==> src/rtl/vid_macros.svh <==
`ifndef VID_MACROS_SVH
`define VID_MACROS_SVH

// Display timing, in pixels per line and lines per frame
`define VID_H_ACT   8
`define VID_H_FP    2
`define VID_H_SYNC  2
`define VID_H_BP    2

`define VID_V_ACT   4
`define VID_V_FP    1
`define VID_V_SYNC  1
`define VID_V_BP    1

`define VID_H_TOTAL (`VID_H_ACT + `VID_H_FP + `VID_H_SYNC + `VID_H_BP)
`define VID_V_TOTAL (`VID_V_ACT + `VID_V_FP + `VID_V_SYNC + `VID_V_BP)

// Camera blank detection: href low this long counts as vertical blank
`define VID_LOCK_THRESH 20
`define VID_LOCK_DELAY  5

// FIFO entries, also the initial credit count of the capture stage
`define VID_FIFO_DEPTH 32

`define VID_PIX_W 16

`define VID_X_W $clog2(`VID_H_TOTAL)
`define VID_Y_W $clog2(`VID_V_TOTAL)

`endif

==> src/rtl/vid_pkg.sv <==
`include "vid_macros.svh"

package vid_pkg;

    typedef logic [`VID_PIX_W-1:0] pixel_t;

    // Capture to FIFO write beat
    typedef struct packed {
        logic   valid;
        pixel_t pixel;
    } cam_beat_t;

    // Display beat, syncs active high
    typedef struct packed {
        logic                vsync;
        logic                hsync;
        logic                de;
        logic [`VID_X_W-1:0] x;
        logic [`VID_Y_W-1:0] y;
        pixel_t              pixel;
    } disp_beat_t;

endpackage : vid_pkg

==> src/rtl/cam_capture.sv <==
`timescale 1ns/10ps
`include "vid_macros.svh"

module cam_capture
    import vid_pkg::*;
(
    input  logic      clk,
    input  logic      rstn,
    input  logic      cam_href,
    input  pixel_t    cam_data,
    input  logic      credit_ret,
    output cam_beat_t wr,
    output logic      overflow
);

    localparam int depth = `VID_FIFO_DEPTH;
    localparam int cred_w = $clog2(depth + 1);

    logic [cred_w-1:0] credits;
    logic              take;
    logic              wr_valid;
    pixel_t            wr_pixel;

    // A pixel is accepted only while a FIFO slot is reserved for it
    assign take = cam_href && (credits != '0);

    always_ff @(posedge clk or negedge rstn) begin
        if (!rstn) begin
            wr_valid <= 1'b0;
            credits  <= cred_w'(depth);
            overflow <= 1'b0;
        end else begin
            wr_valid <= take;
            case ({credit_ret, take})
                2'b10:   credits <= credits + 1'b1;
                2'b01:   credits <= credits - 1'b1;
                default: credits <= credits;
            endcase
            // Sticky, pixel lost for lack of credit
            if (cam_href && (credits == '0)) begin
                overflow <= 1'b1;
            end
        end
    end

    always_ff @(posedge clk) begin
        wr_pixel <= cam_data;
    end

    assign wr.valid = wr_valid;
    assign wr.pixel = wr_pixel;

    // Credits returned by the FIFO can never exceed what was handed out
    a_credit_bound: assert property (
        @(posedge clk) disable iff (!rstn) credits <= cred_w'(depth)
    ) else $error("cam_capture: credit count above FIFO depth");

endmodule : cam_capture

==> src/rtl/pixel_fifo.sv <==
`timescale 1ns/10ps
`include "vid_macros.svh"

module pixel_fifo
    import vid_pkg::*;
(
    input  logic      clk,
    input  logic      rstn,
    input  cam_beat_t wr,
    input  logic      pop,
    output pixel_t    rd_data,
    output logic      empty,
    output logic      credit_ret
);

    localparam int depth = `VID_FIFO_DEPTH;
    localparam int aw = $clog2(depth);

    pixel_t mem [depth];

    // Pointers carry one wrap bit above the address
    logic [aw:0] wptr;
    logic [aw:0] rptr;
    logic        full;

    assign empty = (wptr == rptr);
    assign full  = (wptr[aw] != rptr[aw]) && (wptr[aw-1:0] == rptr[aw-1:0]);

    always_ff @(posedge clk or negedge rstn) begin
        if (!rstn) begin
            wptr       <= '0;
            rptr       <= '0;
            credit_ret <= 1'b0;
        end else begin
            if (wr.valid) begin
                wptr <= wptr + 1'b1;
            end
            if (pop) begin
                rptr <= rptr + 1'b1;
            end
            credit_ret <= pop;
        end
    end

    always_ff @(posedge clk) begin
        if (wr.valid) begin
            mem[wptr[aw-1:0]] <= wr.pixel;
        end
        // Head is presented the cycle after the pop
        if (pop) begin
            rd_data <= mem[rptr[aw-1:0]];
        end
    end

    // Credit flow in cam_capture must keep the writer off a full FIFO
    a_no_write_full: assert property (
        @(posedge clk) disable iff (!rstn) wr.valid |-> !full
    ) else $error("pixel_fifo: write while full");

    a_no_pop_empty: assert property (
        @(posedge clk) disable iff (!rstn) pop |-> !empty
    ) else $error("pixel_fifo: pop while empty");

endmodule : pixel_fifo

==> src/rtl/frame_lock.sv <==
`timescale 1ns/10ps
`include "vid_macros.svh"

module frame_lock (
    input  logic clk,
    input  logic rstn,
    input  logic cam_href,
    output logic locked
);

    localparam int thresh = `VID_LOCK_THRESH;
    localparam int delay  = `VID_LOCK_DELAY;
    localparam int cnt_max = (thresh > delay) ? thresh : delay;
    localparam int cnt_w = $clog2(cnt_max + 1);

    // Blanking the lock threshold was tuned against
    localparam int h_blank_exp = 6;
    localparam int v_blank_exp = 3;

    if ((`VID_H_TOTAL - `VID_H_ACT != h_blank_exp) && (thresh != 0)) begin : g_h_blank_chk
        $error("frame_lock: horizontal blanking does not match lock threshold");
    end
    if ((`VID_V_TOTAL - `VID_V_ACT != v_blank_exp) && (thresh != 0)) begin : g_v_blank_chk
        $error("frame_lock: vertical blanking does not match lock threshold");
    end

    typedef enum logic [1:0] {
        st_search,
        st_wait,
        st_delay,
        st_locked
    } lock_state_e;

    lock_state_e      state;
    logic             href_d;
    logic [cnt_w-1:0] cnt;

    always_ff @(posedge clk or negedge rstn) begin
        if (!rstn) begin
            state  <= st_search;
            href_d <= 1'b1;
            cnt    <= '0;
            locked <= 1'b0;
        end else begin
            href_d <= cam_href;
            case (state)
                st_search: begin
                    // Falling edge of href opens a candidate blank
                    if (!cam_href && href_d) begin
                        state <= st_wait;
                        cnt   <= '0;
                    end
                end
                st_wait: begin
                    if (cam_href) begin
                        state <= st_search;
                    end else if (cnt == cnt_w'(thresh - 1)) begin
                        state <= st_delay;
                        cnt   <= '0;
                    end else begin
                        cnt <= cnt + 1'b1;
                    end
                end
                st_delay: begin
                    cnt <= cnt + 1'b1;
                    if (cnt == cnt_w'(delay - 1)) begin
                        state  <= st_locked;
                        locked <= 1'b1;
                    end
                end
                default: begin
                    locked <= 1'b1;
                end
            endcase
        end
    end

    // Timing generator restarts only through reset
    a_lock_sticky: assert property (
        @(posedge clk) disable iff (!rstn) locked |=> locked
    ) else $error("frame_lock: locked fell without reset");

endmodule : frame_lock

==> src/rtl/video_timing.sv <==
`timescale 1ns/10ps
`include "vid_macros.svh"

module video_timing
    import vid_pkg::*;
(
    input  logic       clk,
    input  logic       rstn,
    input  logic       locked,
    output disp_beat_t beat,
    output logic       rd_req
);

    localparam int x_w = `VID_X_W;
    localparam int y_w = `VID_Y_W;

    localparam int h_act     = `VID_H_ACT;
    localparam int h_sync_lo = `VID_H_ACT + `VID_H_FP;
    localparam int h_sync_hi = h_sync_lo + `VID_H_SYNC;
    localparam int h_total   = `VID_H_TOTAL;

    localparam int v_act     = `VID_V_ACT;
    localparam int v_sync_lo = `VID_V_ACT + `VID_V_FP;
    localparam int v_sync_hi = v_sync_lo + `VID_V_SYNC;
    localparam int v_total   = `VID_V_TOTAL;

    logic [x_w-1:0] hcnt;
    logic [y_w-1:0] vcnt;
    logic           h_active;
    logic           v_active;
    logic           h_sync;
    logic           v_sync;

    // Counters sit at the origin until the camera frame is locked
    always_ff @(posedge clk or negedge rstn) begin
        if (!rstn) begin
            hcnt <= '0;
            vcnt <= '0;
        end else if (!locked) begin
            hcnt <= '0;
            vcnt <= '0;
        end else if (hcnt == x_w'(h_total - 1)) begin
            hcnt <= '0;
            if (vcnt == y_w'(v_total - 1)) begin
                vcnt <= '0;
            end else begin
                vcnt <= vcnt + 1'b1;
            end
        end else begin
            hcnt <= hcnt + 1'b1;
        end
    end

    assign h_active = (hcnt < x_w'(h_act));
    assign v_active = (vcnt < y_w'(v_act));
    assign h_sync   = (hcnt >= x_w'(h_sync_lo)) && (hcnt < x_w'(h_sync_hi));
    assign v_sync   = (vcnt >= y_w'(v_sync_lo)) && (vcnt < y_w'(v_sync_hi));

    // The beat leaves one cycle behind the counters, so the request
    // from the current position lands one cycle ahead of its de
    assign rd_req = locked && h_active && v_active;

    always_ff @(posedge clk or negedge rstn) begin
        if (!rstn) begin
            beat <= '0;
        end else begin
            beat.vsync <= locked && v_sync;
            beat.hsync <= locked && h_sync;
            beat.de    <= rd_req;
            beat.x     <= hcnt;
            beat.y     <= vcnt;
            beat.pixel <= '0;
        end
    end

    a_x_range: assert property (
        @(posedge clk) disable iff (!rstn) beat.x < x_w'(h_total)
    ) else $error("video_timing: x beyond line length");

endmodule : video_timing

==> src/rtl/display_out.sv <==
`timescale 1ns/10ps

module display_out
    import vid_pkg::*;
(
    input  logic       clk,
    input  logic       rstn,
    input  disp_beat_t beat_in,
    input  logic       rd_req,
    input  logic       empty,
    input  pixel_t     rd_data,
    output logic       pop,
    output disp_beat_t disp,
    output logic       underflow
);

    logic req_q;
    logic served_q;

    assign pop = rd_req && !empty;

    always_ff @(posedge clk or negedge rstn) begin
        if (!rstn) begin
            req_q     <= 1'b0;
            served_q  <= 1'b0;
            disp      <= '0;
            underflow <= 1'b0;
        end else begin
            req_q    <= rd_req;
            served_q <= pop;

            disp <= beat_in;
            // FIFO head arrives together with the de beat it belongs to
            if (served_q) begin
                disp.pixel <= rd_data;
            end else begin
                disp.pixel <= '0;
            end

            if (req_q && !served_q) begin
                underflow <= 1'b1;
            end
        end
    end

endmodule : display_out

==> src/rtl/cam_display_top.sv <==
`timescale 1ns/10ps

module cam_display_top
    import vid_pkg::*;
(
    input  logic       clk,
    input  logic       rstn,
    input  logic       cam_href,
    input  pixel_t     cam_data,
    output disp_beat_t disp,
    output logic       locked,
    output logic       overflow,
    output logic       underflow
);

    cam_beat_t  wr;
    logic       credit_ret;
    logic       pop;
    logic       empty;
    pixel_t     rd_data;
    disp_beat_t timing_beat;
    logic       rd_req;

    cam_capture u_cam_capture (
        .clk       (clk),
        .rstn      (rstn),
        .cam_href  (cam_href),
        .cam_data  (cam_data),
        .credit_ret(credit_ret),
        .wr        (wr),
        .overflow  (overflow)
    );

    pixel_fifo u_pixel_fifo (
        .clk       (clk),
        .rstn      (rstn),
        .wr        (wr),
        .pop       (pop),
        .rd_data   (rd_data),
        .empty     (empty),
        .credit_ret(credit_ret)
    );

    frame_lock u_frame_lock (
        .clk     (clk),
        .rstn    (rstn),
        .cam_href(cam_href),
        .locked  (locked)
    );

    video_timing u_video_timing (
        .clk   (clk),
        .rstn  (rstn),
        .locked(locked),
        .beat  (timing_beat),
        .rd_req(rd_req)
    );

    display_out u_display_out (
        .clk      (clk),
        .rstn     (rstn),
        .beat_in  (timing_beat),
        .rd_req   (rd_req),
        .empty    (empty),
        .rd_data  (rd_data),
        .pop      (pop),
        .disp     (disp),
        .underflow(underflow)
    );

endmodule : cam_display_top

==> config.mk <==
export PLATFORM = sky130hd
export DESIGN_NAME = cam_display_top
export DESIGN_NICKNAME = d
export VERILOG_FILES = /design/src/rtl/vid_pkg.sv /design/src/rtl/cam_capture.sv /design/src/rtl/pixel_fifo.sv /design/src/rtl/frame_lock.sv /design/src/rtl/video_timing.sv /design/src/rtl/display_out.sv /design/src/rtl/cam_display_top.sv
export VERILOG_INCLUDE_DIRS = /design/src /design/src/rtl
export SDC_FILE = /design/constraint.sdc
export NUM_CORES = 1
export LEC_CHECK = 0
export BUFFER_PORTS_ARGS = -buffer_cell sky130_fd_sc_hd__buf_2
export CAP_MARGIN = 10
export CORE_ASPECT_RATIO = 0.5
export CORE_MARGIN = 2
export CORE_UTILIZATION = 35
export CTS_CLUSTER_DIAMETER = 200
export CTS_CLUSTER_SIZE = 14
export DETAILED_ROUTE_END_ITERATION = 8
export PLACE_DENSITY = 0.58
export SLEW_MARGIN = 20
export SYNTH_ARGS = -nofsm -noshare
export SYNTH_HDL_FRONTEND = slang
export SYNTH_SLANG_ARGS = --single-unit
==> constraint.sdc <==
create_clock -name clk -period 2.88 [get_ports clk]
set_input_delay 0.288 -clock clk [delete_from_list [all_inputs] [get_ports clk]]
set_output_delay 0.288 -clock clk [all_outputs]
set_load 0.005 [all_outputs]
* Word-level counts from Yosys, hierarchy flattened
Memory sizes are Yosys's and may differ from the RTL's. A register that Yosys moved wholly into a read port is not among the register bits.
Index checks and enable logic that the tools add are counted.
** Word-level totals
- Input bits :: 19
- Memories kept :: 1
- Register bits after elaboration :: 90
- Logic and storage cells :: 97
- Output and inout bits :: 29
- Memory bits (writable) :: 512
** Cells by class
- Reduce and logical (&&, ||, !) cells :: 23
- Equality and inequality tests :: 14
- Add/subtract/negate cells :: 7
- Muxes and demuxes :: 20
- Bitwise logic cells :: 1
- Magnitude comparators :: 6
** Memory list
- u_pixel_fifo.mem :: depth 32, bits a word 16, rd ports 1, clocked after Yosys merged registers in 1, write ports 1, line pixel_fifo.sv:19 : pixel_t mem [depth];
** Operators by type and width (count)
- 6-bit by 1-bit adder with 6-bit output, second input constant :: 3
- 16-bit 2-to-1 mux :: 1
- 5-bit 2-to-1 mux :: 3
- 5-bit one-hot mux with 3 select lines :: 1
- 6-bit one-hot mux with 2 select lines :: 1
- 1-bit logical AND :: 11
- 3-bit 2-to-1 mux :: 3
- 4-bit < comparator, second input constant :: 2
- 2-bit 2-to-1 mux :: 4
- 4-bit 2-to-1 mux :: 2
- 6-bit equality test :: 1
- 6-bit zero test :: 1
- 3-bit < comparator, second input constant :: 2
- 2-bit by 1-bit != test with 1-bit output, second input constant :: 3
- 2-bit one-hot mux with 3 select lines :: 1
- 6-bit nonzero test :: 1
- 6-bit by 1-bit subtractor with 6-bit output, second input constant :: 1
- 5-bit by 1-bit adder with 5-bit output, second input constant :: 1
- 5-bit by 3-bit equality test with 1-bit output, second input constant :: 1
- 5-bit equality test, second input constant :: 1
- 4-bit by 1-bit adder with 4-bit output, second input constant :: 1
- 2-bit by 1-bit equality test with 1-bit output, second input constant :: 2
- 2-bit equality test, second input constant :: 2
- 4-bit equality test, second input constant :: 1
- 17 further kinds :: 21

* Longest topological paths before layout
- Depth after elaboration :: 4
- Depth in mapped cells :: 12
- Depth with buffers taken out :: 10

* Cells and area by module
A second synthesis with hierarchy kept.
** Unflattened totals
- Cells, all modules :: 1210
- Area total of the unflattened synthesis :: 23840.4 sq um
** By module, submodules not included
- pixel_fifo :: cells an instance 966, area each 20772.4 sq um, instances 1
- display_out :: cells an instance 49, area each 869.6 sq um, instances 1
- cam_capture :: cells an instance 69, area each 845.8 sq um, instances 1
- video_timing :: cells an instance 69, area each 794.5 sq um, instances 1
- frame_lock :: cells an instance 57, area each 558.0 sq um, instances 1

* Worst setup path after synthesis
OpenSTA, ideal clock, no wires.
- Path type :: register to register
- Start point :: reg u_cam_capture.credits[3]
- End point :: reg u_cam_capture.credits[4]
- Library setup time :: 0.124 ns
- Stages on the path, launching flop included :: 13
- Path buffers :: 2
- Required time :: 2.756 ns
- Path slack :: 0.084 ns
- Arrival :: 2.671 ns
- Cell sequence :: dfrtp_1 -> buf_6 -> or4_4 -> nor3_1 -> nor2b_1 -> ha_1 -> buf_6 -> xor2_1 -> ha_1 -> nor3b_1 -> a2111oi_0 -> o21bai_1 -> xnor2_1
** Between the ends
- Word-level cells in the longest chain between the ends :: 4
** Ends and longest elaborated chain
- from (decl) :: line cam_capture.sv:19 : logic [cred_w-1:0] credits;
- from (signal assigned) :: line cam_capture.sv:30 : credits <= cred_w'(depth);
- from (signal assigned) :: line cam_capture.sv:35 : 2'b10: credits <= credits + 1'b1;
- from (signal assigned) :: line cam_capture.sv:36 : 2'b01: credits <= credits - 1'b1;
- 6-bit nonzero test (*) :: line cam_capture.sv:25 : assign take = cam_href && (credits != '0);
- 1-bit logical AND (*) :: line cam_capture.sv:25
- named net u_cam_capture.take :: line cam_capture.sv:20 : logic take;
- 2-bit by 1-bit equality test with 1-bit output or 2-bit equality test (tied branches) :: line cam_capture.sv:34 : case ({credit_ret, take})
- 6-bit one-hot mux with 2 select lines or 2-bit nonzero test (tied branches)
The timed path passes the listed nets; every way through them passes the cells marked *.
A chain may end at the register's enable or synchronous reset.

* Final worst setup path
Same ends and word-level chain as after synthesis.

==> results.cfg <==
[power]
power_frac_clock_pct = 25.1
p_sw_share_pct = 33.1
pwr-share-seq_pct = 44.1
ir_worst_vdd_v = 0.000572
combPwrFrac_pct = 30.9
power.leakage_nw = 9.74
p_int_w = 0.0173
power_density_nw_per_um2 = 943
switching_power_w = 0.00855

[yosys]
synth_edf_count = 528
synth_nets = 1419
yosys.area.top_type_share_pct = 66.7
synth_cell_type_count = 49
synthFlopType = edfxtp_1
synth_seq_cells = 618
ys_async_sr_fraction_pct = 12.0
netlist_instances = 1386
synth_area_leader_cell = edfxtp_1
ys_warn_count = 0
postSynthAreaPerCell_um2 = 17.1
seq_area_frac_synth_pct = 75.9
synthTopCellsByArea = edfxtp_1 (67%), mux2i_1 (11%), dfrtp_1 (7.6%)
syn_area_um2 = 23800

[critical_path]
r2r_start = u_cam_capture.credits[3]$_DFFE_PN0P_
cp.arrival_ns = 3.12
slowest_delay_ns = 0.55
crit_top_cell = ha_1
cp_max_fo = 4
cp_cell_sequence = or4_4 -> nor3_2 -> nor2b_1 -> ha_1 -> xor2_1 -> ha_1 -> nor3b_1 -> a2111oi_1 -> o21bai_1 -> xnor2_1
crit_type = flop to flop
worstPathRequired_ns = 3.34
rr_worst_depth = 10
r2r_slack_ns = 0.22
cp-startpoint = u_cam_capture.credits[3]$_DFFE_PN0P_
cp_slowest_cell = or4_4
worst_r2r_endpoint = u_cam_capture.credits[4]$_DFFE_PN0P_
start_kind = flop
cp-end-kind = flop

[routing]
finalWirelength_mm = 56.2
ant_nets = 0
drc = 0
vias = 12400
wl_per_cell_um = 22.9
dr.first_iter.drc_count = 1017
vias_per_cell = 5.07
first_pass_iters = 5

[floorplanning]
die_width_um = 373
initial_utilization_pct = 35.4
die_h_um = 188
pin_count = 48
coreArea_um2 = 67100
dieArea_um2 = 70100
rows = 67

[cts]
cts_buffers = 50
cts_max_level = 2
root_buffer = clkbuf_16
cts_buffer_depth = 3
cts_num_sinks = 618
clk_pin_slew_ns = 0.07
cts_tree = yes
clock_latency_ns = 0.60

[global_route]
track_usage_pct = 15.9
grt_overflow = 0
grt_antenna_before_repair = 2
first_global_vias = 12000
grt_pass1_wl_mm = 81.7
grt_start_max_net_pins = 53

[hold_path]
hold_path_class = primary input to asynchronous set/reset pin

[cells_and_area]
area_growth_pct = 15.1
drive_gt1_share_pct = 14.6
postLayoutCoreUtil_pct = 40.8
final_nets = 1549
final_cell_mix = edfxtp_1 (528), mux2i_1 (258), a22oi_1 (131)
fillCellCount = 6010
final_common_cell = edfxtp_1
fin_cells = 2456
area.sequential_um2 = 18000
multi_input_area_um2 = 5450

[place]
placement.io_buffers = 47
routabilityCongestion = 0.801
dp_cells = 2343
hpwl_mm = 32.3

[timing]
final_hold_viol_count = 0
worst_slew_pin_slew_ns = 0.767
rsz0062_at_grt = false
fin_setup_tns_ns = 0
slew_headroom_pct = 48.8
skew_ns = 0.0373
fmax_mhz = 376
finalCritPeriodShare_pct = 92.3
setup_violations = 0
final_max_slew_viol_count = 0
post-route-min-period_ns = 2.66

[job]
drv_cap = 0

[status]
status = finished, final reports clean
critical path: cells and delay by family, from the launching register on:
family                   cells  cell delay (ns)
AND/OR/NAND/NOR              4             0.98
adder cells (fa/ha/maj)      2             0.43
XOR/XNOR                     2             0.27
flip-flops                   1             0.39
AO/OA/AOI/OAI                2             0.48
Yosys cell counts, drive strengths merged, types with 2 or more instances:
cell type	instances
edfxtp	528
mux2i	258
a22oi	131
dfrtp	72
nand3	72
buf	52
nor2	36
nand2	24
clkbuf	23
and2	19
nand4	19
dfxtp	16
nor3	16
ha	14
nor2b	12
o21ai	12
xnor2	11
xor2	11
inv	9
a21oi	7
and3	4
nand2b	4
nor3b	4
a21o	3
a22o	3
or2	3
a31oi	2
dfstp	2
mux2	2
nand3b	2
through the flow:
stage,power (W),setup WS [ns],hold WS (ns),area [µm²]
2_1_floorplan,0.0164,0.0845,-0.00759,23800
3_3_place_gp,0.0195,0.152,0.332,25700
3_5_place_dp,0.0196,0.130,0.336,25700
4_1_cts,0.0260,0.108,0.291,27400
5_1_grt,0.0270,0.0336,0.295,27400
6_report,0.0258,0.222,0.328,27400
layout make-up:
class / count / area share, %
clock buffers: 91 / 5.21
multi-input cells: 683 / 19.9
diodes: 1 / 0.00915
repair buffers: 153 / 4.49
flip-flops and latches: 618 / 65.9
inverters: 10 / 0.137
well taps: 897 / 4.10
clock inverters: 3 / 0.242
repair_timing:
| action | 4_1_cts | 5_1_grt |
|---|---|---|
| setup endpoints to repair | 0 | 1 |
| hold buffers | 18 | 0 |
| gates resized for setup | 0 | 2 |
| endpoints found under the hold margin | 66 | 0 |
| setup buffers | 0 | 0 |
flip-flops by register name (all words and copies together), names as in the netlist:
| register | cells |
|---|---|
| u_video_timing.beat | 9 |
| u_display_out.underflow | 1 |
| u_cam_capture.credits | 6 |
| u_frame_lock.locked | 1 |
| u_video_timing.vcnt | 3 |
| u_pixel_fifo.wptr | 6 |
| u_pixel_fifo.rptr | 6 |
| u_cam_capture.overflow | 1 |
| u_display_out.disp | 26 |
| u_pixel_fifo.mem | 512 |
| u_cam_capture.wr_pixel | 16 |
| u_frame_lock.cnt | 5 |
| u_display_out.served_q | 1 |
| u_cam_capture.wr_valid | 1 |
| u_frame_lock.href_d | 1 |
| u_display_out.req_q | 1 |
| u_video_timing.hcnt | 4 |
| u_pixel_fifo.rd_data | 16 |
| u_frame_lock.state | 2 |
kinds of logic (layout without fill, tap and decap cells):
family	after synthesis	in the layout	synth area share, %
AND/OR/NAND/NOR	222	222	4.87
AO/OA/AOI/OAI	165	165	5.06
XOR/XNOR	22	22	0.811
buffers and inverters	85	257	1.70
other	0	1	0
multiplexers	260	260	11.0
flip-flops	618	618	75.9
adder cells (fa/ha/maj)	14	14	0.737
metal layers:
| layer | track usage [%] | routed length (µm) | share of wire (%) |
|---|---|---|---|
| met5 | 0 | 0 | 0 |
| met3 | 2.77 | 3070 | 5.5 |
| met2 | 24.5 | 25600 | 46 |
| met4 | 3.89 | 1210 | 2.2 |
| met1 | 23.3 | 26300 | 47 |
power groups by stage:
| stage | Clock [W] | Combinational [W] | Sequential, W |
|---|---|---|---|
| after floorplan | 0 | 0.00506 | 0.0114 |
| after global placement | 0 | 0.00792 | 0.0116 |
| after detailed placement | 0 | 0.00798 | 0.0116 |
| after CTS | 0.00663 | 0.00801 | 0.0114 |
| after global routing | 0.00697 | 0.00857 | 0.0115 |
| final | 0.00647 | 0.00796 | 0.0114 |
worst max-delay path by stage:
stage	to	slack (ns)	cells past startpoint
finish	u_cam_capture.credits[4]$_DFFE_PN0P_	0.22	10
CTS	u_cam_capture.credits[4]$_DFFE_PN0P_	0.11	10
global placement	u_cam_capture.credits[4]$_DFFE_PN0P_	0.15	10
floorplan	u_cam_capture.credits[4]$_DFFE_PN0P_	0.08	12
detailed placement	u_cam_capture.credits[4]$_DFFE_PN0P_	0.13	10
global route	u_cam_capture.credits[4]$_DFFE_PN0P_	0.03	10
No activity file was read; power rests on OpenSTA's default activity.
